[src/include/dcache_defines.svh]
`ifndef DCACHE_DEFINES_SVH
`define DCACHE_DEFINES_SVH

// Byte address width seen by the CPU
`define DCACHE_ADDR_BITS 18

// 64 lines of one word each
`define DCACHE_INDEX_BITS 6

// Addresses with this bit set are I/O and never cached
`define DCACHE_UNCACHED_BIT 17

// Backing RAM covers the full byte address space
`define DCACHE_RAM_WORDS (1 << (`DCACHE_ADDR_BITS - 2))

// Cycles from an accepted RAM strobe to its ready pulse
`define DCACHE_RAM_LATENCY 4

`endif
[src/logic/mem_access_pkg.sv]
`default_nettype none

`include "dcache_defines.svh"

package mem_access_pkg;

    // --------------------
    // CPU access description
    // --------------------

    // Encoded as the number of bytes moved
    typedef enum logic [2:0] {
        BYTE = 3'd1,
        HALF = 3'd2,
        WORD = 3'd4
    } access_size_t;

    typedef logic [`DCACHE_ADDR_BITS-1:0] addr_t;

    typedef logic [31:0] word_t;

endpackage

`default_nettype wire

[src/logic/cache_line_pkg.sv]
`default_nettype none

`include "dcache_defines.svh"

package cache_line_pkg;

    import mem_access_pkg::*;

    // --------------------
    // Line organization
    // --------------------

    // Index sits right above the two byte offset bits
    typedef logic [`DCACHE_INDEX_BITS-1:0] index_t;

    // Everything above the index including the uncached bit
    typedef logic [`DCACHE_ADDR_BITS-`DCACHE_INDEX_BITS-3:0] tag_t;

    // One data word split into byte lanes or half lanes
    typedef union packed {
        logic [3:0][7:0]  bytes;
        logic [1:0][15:0] halves;
    } word_view_u;

    // --------------------
    // Lane access helpers
    // --------------------

    // Pick the addressed lane and extend it to a full word
    function automatic word_t lane_read(
        input word_view_u   view,
        input access_size_t size,
        input logic [1:0]   offset,
        input logic         sign_ext
    );
        logic [7:0]  lane_b;
        logic [15:0] lane_h;
        lane_b = view.bytes[offset];
        lane_h = view.halves[offset[1]];
        case (size)
            BYTE:    return {{24{sign_ext & lane_b[7]}}, lane_b};
            HALF:    return {{16{sign_ext & lane_h[15]}}, lane_h};
            default: return view;
        endcase
    endfunction

    // Replace only the addressed lane with the low bits of the store data
    function automatic word_view_u lane_write(
        input word_view_u   view,
        input access_size_t size,
        input logic [1:0]   offset,
        input word_t        wdata
    );
        word_view_u merged;
        merged = view;
        case (size)
            BYTE:    merged.bytes[offset] = wdata[7:0];
            HALF:    merged.halves[offset[1]] = wdata[15:0];
            default: merged = wdata;
        endcase
        return merged;
    endfunction

endpackage

`default_nettype wire

[src/logic/ram_bus_if.sv]
`timescale 1ns/1ns
`default_nettype none

interface ram_bus_if;

    import mem_access_pkg::*;

    // Request driven by the cache
    logic         read;
    logic         write;
    access_size_t size;
    logic         is_signed;
    addr_t        addr;
    word_t        wdata;

    // Response driven by the RAM
    logic  busy;
    logic  ready;
    word_t rdata;

    modport cache (
        output read, write, size, is_signed, addr, wdata,
        input  busy, ready, rdata
    );

    modport ram (
        input  read, write, size, is_signed, addr, wdata,
        output busy, ready, rdata
    );

endinterface

`default_nettype wire

[src/logic/dcache.sv]
`timescale 1ns/1ns
`default_nettype none

`include "dcache_defines.svh"

module dcache (
    input  wire                                clock,
    input  wire                                reset,
    input  wire                                read_i,
    input  wire                                write_i,
    input  wire mem_access_pkg::access_size_t  size_i,
    input  wire                                signed_i,
    input  wire mem_access_pkg::addr_t         addr_i,
    input  wire mem_access_pkg::word_t         wdata_i,
    output logic                               ready_o,
    output mem_access_pkg::word_t              rdata_o,
    ram_bus_if.cache                           ram
);

    import mem_access_pkg::*;
    import cache_line_pkg::*;

    localparam int LINES = 1 << `DCACHE_INDEX_BITS;

    // What the pending RAM transaction is for
    typedef enum logic [2:0] {
        OP_NONE,
        OP_FILL,
        OP_READ,
        OP_WRITE,
        OP_WBACK
    } ram_op_t;

    // --------------------
    // Line storage
    // --------------------

    logic [LINES-1:0] line_valid;
    logic [LINES-1:0] line_dirty;
    tag_t             line_tag [LINES];
    word_view_u       line_data [LINES];

    // --------------------
    // Request decode
    // --------------------

    index_t     req_index;
    tag_t       req_tag;
    logic [1:0] req_offset;
    logic       cacheable;
    logic       line_hit;
    logic       victim_dirty;

    assign req_offset = addr_i[1:0];
    assign req_index  = addr_i[`DCACHE_INDEX_BITS+1:2];
    assign req_tag    = addr_i[`DCACHE_ADDR_BITS-1:`DCACHE_INDEX_BITS+2];
    assign cacheable  = !addr_i[`DCACHE_UNCACHED_BIT];

    assign line_hit = cacheable && line_valid[req_index]
                      && line_tag[req_index] == req_tag;

    // Line holds modified data of another address
    assign victim_dirty = line_dirty[req_index] && line_tag[req_index] != req_tag;

    ram_op_t next_op;
    ram_op_t pend_op;
    logic    waiting;
    logic    local_write;
    logic    issue;
    logic    fill_done;
    logic    wback_done;

    always_comb begin
        ready_o     = 1'b0;
        rdata_o     = '0;
        next_op     = OP_NONE;
        local_write = 1'b0;
        if (waiting) begin
            // A write-back alone does not finish the request
            if (ram.ready && pend_op != OP_WBACK) begin
                ready_o = 1'b1;
                rdata_o = ram.rdata;
            end
        end else if (read_i) begin
            if (line_hit) begin
                ready_o = 1'b1;
                rdata_o = lane_read(line_data[req_index], size_i, req_offset, signed_i);
            end else if (!cacheable || size_i != WORD) begin
                next_op = OP_READ;
            end else if (victim_dirty) begin
                next_op = OP_WBACK;
            end else begin
                next_op = OP_FILL;
            end
        end else if (write_i) begin
            if (!cacheable) begin
                next_op = OP_WRITE;
            end else if (size_i != WORD) begin
                // Sub-word stores only merge into a line that is present
                if (line_hit) begin
                    ready_o     = 1'b1;
                    local_write = 1'b1;
                end else begin
                    next_op = OP_WRITE;
                end
            end else if (victim_dirty) begin
                next_op = OP_WBACK;
            end else begin
                ready_o     = 1'b1;
                local_write = 1'b1;
            end
        end
    end

    assign issue      = next_op != OP_NONE && !ram.busy;
    assign fill_done  = waiting && ram.ready && pend_op == OP_FILL;
    assign wback_done = waiting && ram.ready && pend_op == OP_WBACK;

    // --------------------
    // RAM request
    // --------------------

    // Strobes go out for one cycle only in the cycle after the decision
    always_ff @(posedge clock) begin
        if (reset) begin
            waiting   <= 1'b0;
            pend_op   <= OP_NONE;
            ram.read  <= 1'b0;
            ram.write <= 1'b0;
        end else begin
            ram.read  <= 1'b0;
            ram.write <= 1'b0;
            if (waiting && ram.ready) begin
                waiting <= 1'b0;
            end else if (issue) begin
                waiting   <= 1'b1;
                pend_op   <= next_op;
                ram.read  <= next_op == OP_FILL || next_op == OP_READ;
                ram.write <= next_op == OP_WRITE || next_op == OP_WBACK;
            end
        end
    end

    always_ff @(posedge clock) begin
        if (issue) begin
            ram.is_signed <= signed_i;
            if (next_op == OP_WBACK) begin
                // Victim address rebuilt from the stored tag
                ram.addr  <= {line_tag[req_index], req_index, 2'b00};
                ram.size  <= WORD;
                ram.wdata <= line_data[req_index];
            end else begin
                ram.addr  <= addr_i;
                ram.size  <= size_i;
                ram.wdata <= wdata_i;
            end
        end
    end

    // --------------------
    // Line update
    // --------------------

    always_ff @(posedge clock) begin
        if (reset) begin
            line_valid <= '0;
            line_dirty <= '0;
        end else if (local_write) begin
            line_dirty[req_index] <= 1'b1;
            if (size_i == WORD) begin
                line_valid[req_index] <= 1'b1;
            end
        end else if (fill_done) begin
            line_valid[req_index] <= 1'b1;
            line_dirty[req_index] <= 1'b0;
        end else if (wback_done) begin
            line_dirty[req_index] <= 1'b0;
        end
    end

    // Word stores take the whole line, so no fetch is needed
    always_ff @(posedge clock) begin
        if (local_write) begin
            line_data[req_index] <= lane_write(line_data[req_index], size_i,
                                               req_offset, wdata_i);
            if (size_i == WORD) begin
                line_tag[req_index] <= req_tag;
            end
        end else if (fill_done) begin
            line_data[req_index] <= ram.rdata;
            line_tag[req_index]  <= req_tag;
        end
    end

endmodule

`default_nettype wire

[src/flat_wrapper.sv]
// flat-port wrapper written by rule: the top's interface ports become plain ports
module dcache_flat import mem_access_pkg::*; import cache_line_pkg::*;
  (clock, reset, read_i, write_i, size_i, signed_i, addr_i, wdata_i, ready_o, rdata_o, ram_read, ram_write, ram_size, ram_is_signed, ram_addr, ram_wdata, ram_busy, ram_ready, ram_rdata);
  ram_bus_if ram_i ();
  input  wire clock;
  input  wire reset;
  input  wire read_i;
  input  wire write_i;
  input  wire mem_access_pkg::access_size_t size_i;
  input  wire signed_i;
  input  wire mem_access_pkg::addr_t addr_i;
  input  wire mem_access_pkg::word_t wdata_i;
  output logic ready_o;
  output mem_access_pkg::word_t rdata_o;
  output wire logic [$bits(ram_i.read)-1:0] ram_read;
  output wire logic [$bits(ram_i.write)-1:0] ram_write;
  output wire logic [$bits(ram_i.size)-1:0] ram_size;
  output wire logic [$bits(ram_i.is_signed)-1:0] ram_is_signed;
  output wire logic [$bits(ram_i.addr)-1:0] ram_addr;
  output wire logic [$bits(ram_i.wdata)-1:0] ram_wdata;
  input wire logic [$bits(ram_i.busy)-1:0] ram_busy;
  input wire logic [$bits(ram_i.ready)-1:0] ram_ready;
  input wire logic [$bits(ram_i.rdata)-1:0] ram_rdata;
  assign ram_read = ram_i.read;
  assign ram_write = ram_i.write;
  assign ram_size = ram_i.size;
  assign ram_is_signed = ram_i.is_signed;
  assign ram_addr = ram_i.addr;
  assign ram_wdata = ram_i.wdata;
  assign ram_i.busy = ram_busy;
  assign ram_i.ready = ram_ready;
  assign ram_i.rdata = ram_rdata;
  dcache u_core (.clock(clock), .reset(reset), .read_i(read_i), .write_i(write_i), .size_i(size_i), .signed_i(signed_i), .addr_i(addr_i), .wdata_i(wdata_i), .ready_o(ready_o), .rdata_o(rdata_o), .ram(ram_i));
endmodule
[config.mk]
export PLATFORM = sky130hd
export DESIGN_NAME = dcache_flat
export DESIGN_NICKNAME = d
export VERILOG_FILES = /design/src/logic/mem_access_pkg.sv /design/src/logic/cache_line_pkg.sv /design/src/logic/ram_bus_if.sv /design/src/logic/dcache.sv /design/src/flat_wrapper.sv
export VERILOG_INCLUDE_DIRS = /design/src /design/src/include
export SDC_FILE = /design/constraint.sdc
export NUM_CORES = 2
export LEC_CHECK = 0
export ABC_CLOCK_PERIOD_IN_PS = 8650
export BUFFER_PORTS_ARGS = -buffer_cell sky130_fd_sc_hd__buf_2
export CAP_MARGIN = 20
export CORE_MARGIN = 10
export CORE_UTILIZATION = 39
export CTS_CLUSTER_SIZE = 20
export DETAILED_ROUTE_END_ITERATION = 8
export SYNTH_ARGS = -nofsm -noshare
export SYNTH_HDL_FRONTEND = slang
export SYNTH_SLANG_ARGS = --single-unit
export TNS_END_PERCENT = 20
[constraint.sdc]
create_clock -name clock -period 8.65 [get_ports clock]
set_clock_uncertainty 0.2 [all_clocks]
set_input_delay 0.865 -clock clock [delete_from_list [all_inputs] [get_ports clock]]
set_output_delay 0.865 -clock clock [all_outputs]
set_load 0.02 [all_outputs]
After elaboration in Yosys (flattened, before gate mapping)
Memory sizes are Yosys's and may differ from the RTL's. Index checks and enable logic that the tools add are counted.

Bits in registers: 188. RAM bits: 2688. Input bits: 92. Memories kept: 2.

Memory list: u_core.line_data (depth 64, width 32, read ports 1, clocked after Yosys merged registers in 0, write ports 1, line dcache.sv:41) `word_view_u line_data [LINES];`; u_core.line_tag (depth 64, width 10, read ports 1, clocked after Yosys merged registers in 0, write ports 1, line dcache.sv:40) `tag_t line_tag [LINES];`.

Magnitude comparators: 6. Eq/ne operators: 14. Mux-type cells: 61. Bitwise operators: 10. Reduce and logical (&&, ||, !) cells: 23.

Operator list (number): $mux 64 (6); $mux 32 (7); $or 64x64->64 (2); $pmux 32 s2 (2); $and 64x64->64 (1); $bwmux 32 (2); $not 64->64 (1); $mux 16 (3); $mux 3 (9); $mux 1 (21); $mux 18 (1); $bmux 8 s2 (1); $demux 16 s1 (1); $demux 8 s2 (1); $mux 8 (2); $bmux 1 s6 (2); $logic_and 1x1->1 (11); $eq 10x10->1 (1); $mux 10 (1); $ne 10x10->1 (1); $eq 3x1->1 const B (3); $eq 3x2->1 const B (3); $eq 3x3->1 const B (3); $lt 6x7->1 const B (1); other kinds (19) (28).

Depth between registers and ports, before layout
Depth in word-level cells: 14. Gate-level depth with buffers: 22.

Least setup slack after synthesis
No wires, ideal clock.

Path type: input -> register. Start: in addr_i[4]. End: mem u_core.line_data[0][17] in the netlist's numbering, data pin. Library setup time: 701 ps. Arrival: 6296 ps. Required time: 7749 ps. Path slack: 1452 ps. Cell stages on the path: 17. Cell sequence: buf_4 buf_6 buf_6 buf_6 buf_6 nor2_1 clkbuf_1 buf_1 clkbuf_1 clkbuf_1 a22oi_1 nand4_1 a21oi_1 o21ai_0 a221o_1 o21ai_0 o21ai_0.

Longest elaborated chain between the ends: 13.

RTL lines: start: declaration (line flat_wrapper.sv:11) `input wire mem_access_pkg::addr_t addr_i;`; branches (longest 12 deep; another with $mem_v2 64x10); $mux 32 (no line) *; end: declaration (line dcache.sv:41).

Every way passes the cells marked *. The select of a mux whose other input is x is not followed.

Worst setup path after layout
Start: in addr_i[3]. End: out rdata_o[0].

Longest elaborated chain between the ends: 7.

RTL lines: $mem_v2 64x32 / $bmux 1 s6 (equally long branches); $bmux 8 s2 (tied with other cells) (line cache_line_pkg.sv:38) `lane_b = view.bytes[offset];`; $mux 8 (implied by the code) (tied with other cells) (line cache_line_pkg.sv:38); $pmux 32 s2 / $logic_and 1x1->1 (equally long branches) (line cache_line_pkg.sv:40, dcache.sv:60); $mux 32 * (line dcache.sv:85) `if (line_hit) begin`; $mux 32 * (line dcache.sv:84) `end else if (read_i) begin`; $mux 32 * (line dcache.sv:78) `if (waiting) begin`; end: declaration (line flat_wrapper.sv:14) `output mem_access_pkg::word_t rdata_o;`.

Mark *: on every way between the ends. The rest lies on a longest branch, timed or not. The select of a mux whose other input is x is not followed.

==> results_dict.tcl <==
set metrics [dict create \
    status "complete, but fails checks" \
    violations "DRC" \
    leakagePower_nw 41.4 \
    viasPerCell 6.46 \
    drt_pass1_iterations 9 \
    ff2ff_path_depth 11 \
    finalNetCount 7216 \
    avgSynthCellArea_um2 16.7 \
    crit_chain "buf_8 > buf_12 > nor3b_4 > buf_12 > a22o_1 > a221oi_1 > a31oi_1 > nor4_1 > nand3_1 > a32o_1 > a222oi_1 > o21ai_0 > buf_2" \
    worstSetupPathType "input port to output pin" \
    final_area_um2 129000 \
    syn_area_um2 112000 \
    routabilityCongestion 0.959 \
    fp.dieH_um 556 \
    wl_per_cell_um 37.1 \
    die_w_um 556 \
    antenna_found_initial 57 \
    grt_pass1_vias 68036 \
    synthArstFlopShare 0 \
    ir_drop_uv 160 \
    dr_wl_met3_mm 57.0 \
    setup_violations 0 \
    r2r_slack_ns 2.78 \
    clk-insertion-delay-late_ns 0.90 \
    nFillCells 24592 \
    synth_seq_cells 2876 \
    rsz0062_at_grt "false" \
    drv_slew 0 \
    hold_violations 0 \
    ys_seq_area_frac 0.759 \
    initial_core_util 0.392 \
    yosysWarnings 0 \
    cp.arrival_ns 6.92 \
    dr_total_vias 71984 \
    synth_edf_count 2742 \
    cp_max_fo 85 \
    grt_util_all_layers 0.256 \
    max_freq_mhz 125 \
    dr_wl_met2_mm 180 \
    syn_to_final_growth_pct 15.4 \
    dp_hpwl_mm 254 \
    top_layer "met5" \
    cts_max_path_buffers 4 \
    numPortBuffers 180 \
    worstReg2RegEnd "u_core.line_data[41][20]$_DFFE_PP_" \
    synth-main-ff-cell "edfxtp_1" \
    clkSlewWorstSetupHoldPaths_ns 0.06 \
    cts_buffers 293 \
    cts_tree "done" \
    setup_tns_ns 0 \
    critPathMaxStageDelay_ns 1.26 \
    r2r-start "u_core.line_tag[24][9]$_DFFE_PP_" \
    worst-slew-pin-transition_ns 1.36 \
    final_cell_mix "edfxtp_1, a22oi_1, mux2i_1" \
    yosysUniqueCellTypes 77 \
    holdCritPathClass "input port to flop" \
    multiInputGateArea_um2 25300 \
    grt_start_max_net_pins 86 \
    cts_sinks 2876 \
    post_cts_buffers 0 \
    maxCapViolations 0 \
    max_slew_margin 0.0848 \
    layout_min_cycle_time_ns 7.98 \
    htree_levels 5 \
    cp-startpoint "addr_i[3]" \
    start_kind "input port" \
    slowest_stage "nor4_1" \
    endpoint_kind "output pin" \
    finalWirelength_mm 413 \
    core_um2 285000 \
    worstSetupEndpoint "rdata_o[0]" \
    final_common_cell "edfxtp_1" \
    syn_nets 6818 \
    boundaryPins 181 \
    cpMostUsedCell "buf_12" \
    first_iter_violations 13666 \
    die_area_um2 309000 \
    p_per_area_nw_per_um2 234 \
    place_area_um2 120000 \
    ant_nets 0 \
    required_ns 7.59 \
    cts-root-buf "clkbuf_16" \
    rows 196 \
    period_share 0.923 \
    wl_met1_mm 149 \
    grt_pass1_wl_mm 562 \
    layout-drive-gt1-share 0.194 \
    seq_area_um2 85000 \
    synth_cells 6726 \
    grt-ovfl-total 0 \
    drc_errors 1 \
]
[synth_stat cells, drive strengths merged (108+ instances only)]
cell type  count  share of area
a22oi        369          0.025
edfxtp      2742           0.74
dfxtp        134          0.024
buf          258          0.013
mux4         108          0.022
a221oi       316          0.025
mux2i        356          0.032
mux2         165          0.017
o21ai        283          0.013
clkbuf       241         0.0081
a21oi        257          0.012
nand2        278         0.0093
nor2         362          0.012
[stage by stage]
| step | util | hold WS (ns) | power (mW) | worst slack (ns) | instances |
|---|---|---|---|---|---|
| after global routing | 0.453 | 0.0363 | 30.9 | 0.929 | 11108 |
| after detailed placement | 0.420 | 0.254 | 18.0 | 1.04 | 10586 |
| after floorplan | - | 0.229 | 16.8 | 1.45 | 6726 |
| final | 0.453 | 0.0331 | 30.3 | 0.667 | 11137 |
| after CTS | 0.452 | 0.00258 | 30.2 | 1.03 | 11100 |
| after global placement | 0.420 | 0.242 | 18.0 | 1.08 | 10576 |
[metal layers]
layer | vias to the layer above | global-route usage
li1 | 28189 | -
met1 | 36700 | 0.338
met2 | 5928 | 0.377
met3 | 1139 | 0.0774
met4 | 28 | 0.139
met5 | - | 0.000463
[how the worst min path moves through the flow]
stage                                               to  slack [ns]                               start  cells past startpoint
finish                u_core.ram.size[1]$_SDFFCE_PN0N_        0.03                           size_i[1]                      1
global route          u_core.ram.size[1]$_SDFFCE_PN0N_        0.04                           size_i[1]                      1
CTS                   u_core.ram.size[1]$_SDFFCE_PN0N_       0.003                           size_i[1]                      1
detailed placement  u_core.line_valid[55]$_SDFFE_PP0P_        0.25  u_core.line_valid[55]$_SDFFE_PP0P_                      2
global placement    u_core.line_valid[46]$_SDFFE_PP0P_        0.24  u_core.line_valid[46]$_SDFFE_PP0P_                      2
floorplan           u_core.line_valid[55]$_SDFFE_PP0P_        0.23  u_core.line_valid[55]$_SDFFE_PP0P_                      2
[repair_timing]
item	CTS	global route
resized for setup	0	0
hold buffers	1	0
endpoints found under the setup margin	0	0
endpoints found under the hold margin	1	0
[where the power goes]
| part | internal, mW | leakage, nW | switching (mW) | total (mW) |
|---|---|---|---|---|
| combinational | 0.548 | 11.2 | 1.78 | 2.33 |
| clock | 7.09 | 4.49 | 5.39 | 12.5 |
| sequential | 15.5 | 25.8 | 0.00952 | 15.5 |
| total | 23.1 | 41.4 | 7.18 | 30.3 |
[cell type report]
class / instances / area share
sequential: 2876 / 0.658
multi-input combinational: 3338 / 0.196
clock buffer: 358 / 0.0595
timing repair buffer: 602 / 0.0378
tap: 3762 / 0.0364
clock inverter: 155 / 0.0116
antenna: 33 / 0.000639
inverter: 13 / 0.000416
[registers in the layout, summed over array words and instances (netlist names), named ones only]
| register | cells |
|---|---|
| u_core.ram.size | 3 |
| u_core.ram.read | 1 |
| u_core.waiting | 1 |
| u_core.line_valid | 64 |
| u_core.line_tag | 640 |
| u_core.ram.write | 1 |
| u_core.ram.addr | 18 |
| u_core.ram.is_signed | 1 |
| u_core.pend_op | 3 |
| u_core.ram.wdata | 32 |
| u_core.line_data | 2048 |
[worst max-delay path: cells and delay by family]
family | cells | cell delay [ns]
AO/OA/AOI/OAI | 6 | 1.90
buffers and inverters | 4 | 1.37
AND/OR/NAND/NOR | 3 | 2.34
[cells by family (layout without fill, tap and decap cells)]
logic type,Yosys count,in the layout,share of synthesized area
other,0,33,0
xor gates and xnor gates,7,7,0.000547
DFF,2876,2876,0.759
buffers and inverters,512,1128,0.0218
AOI/OAI and AO/OA,1712,1712,0.108
muxes,629,629,0.0701
and+or+nand+nor,990,990,0.0406
Power figures use the tool's default switching activity.
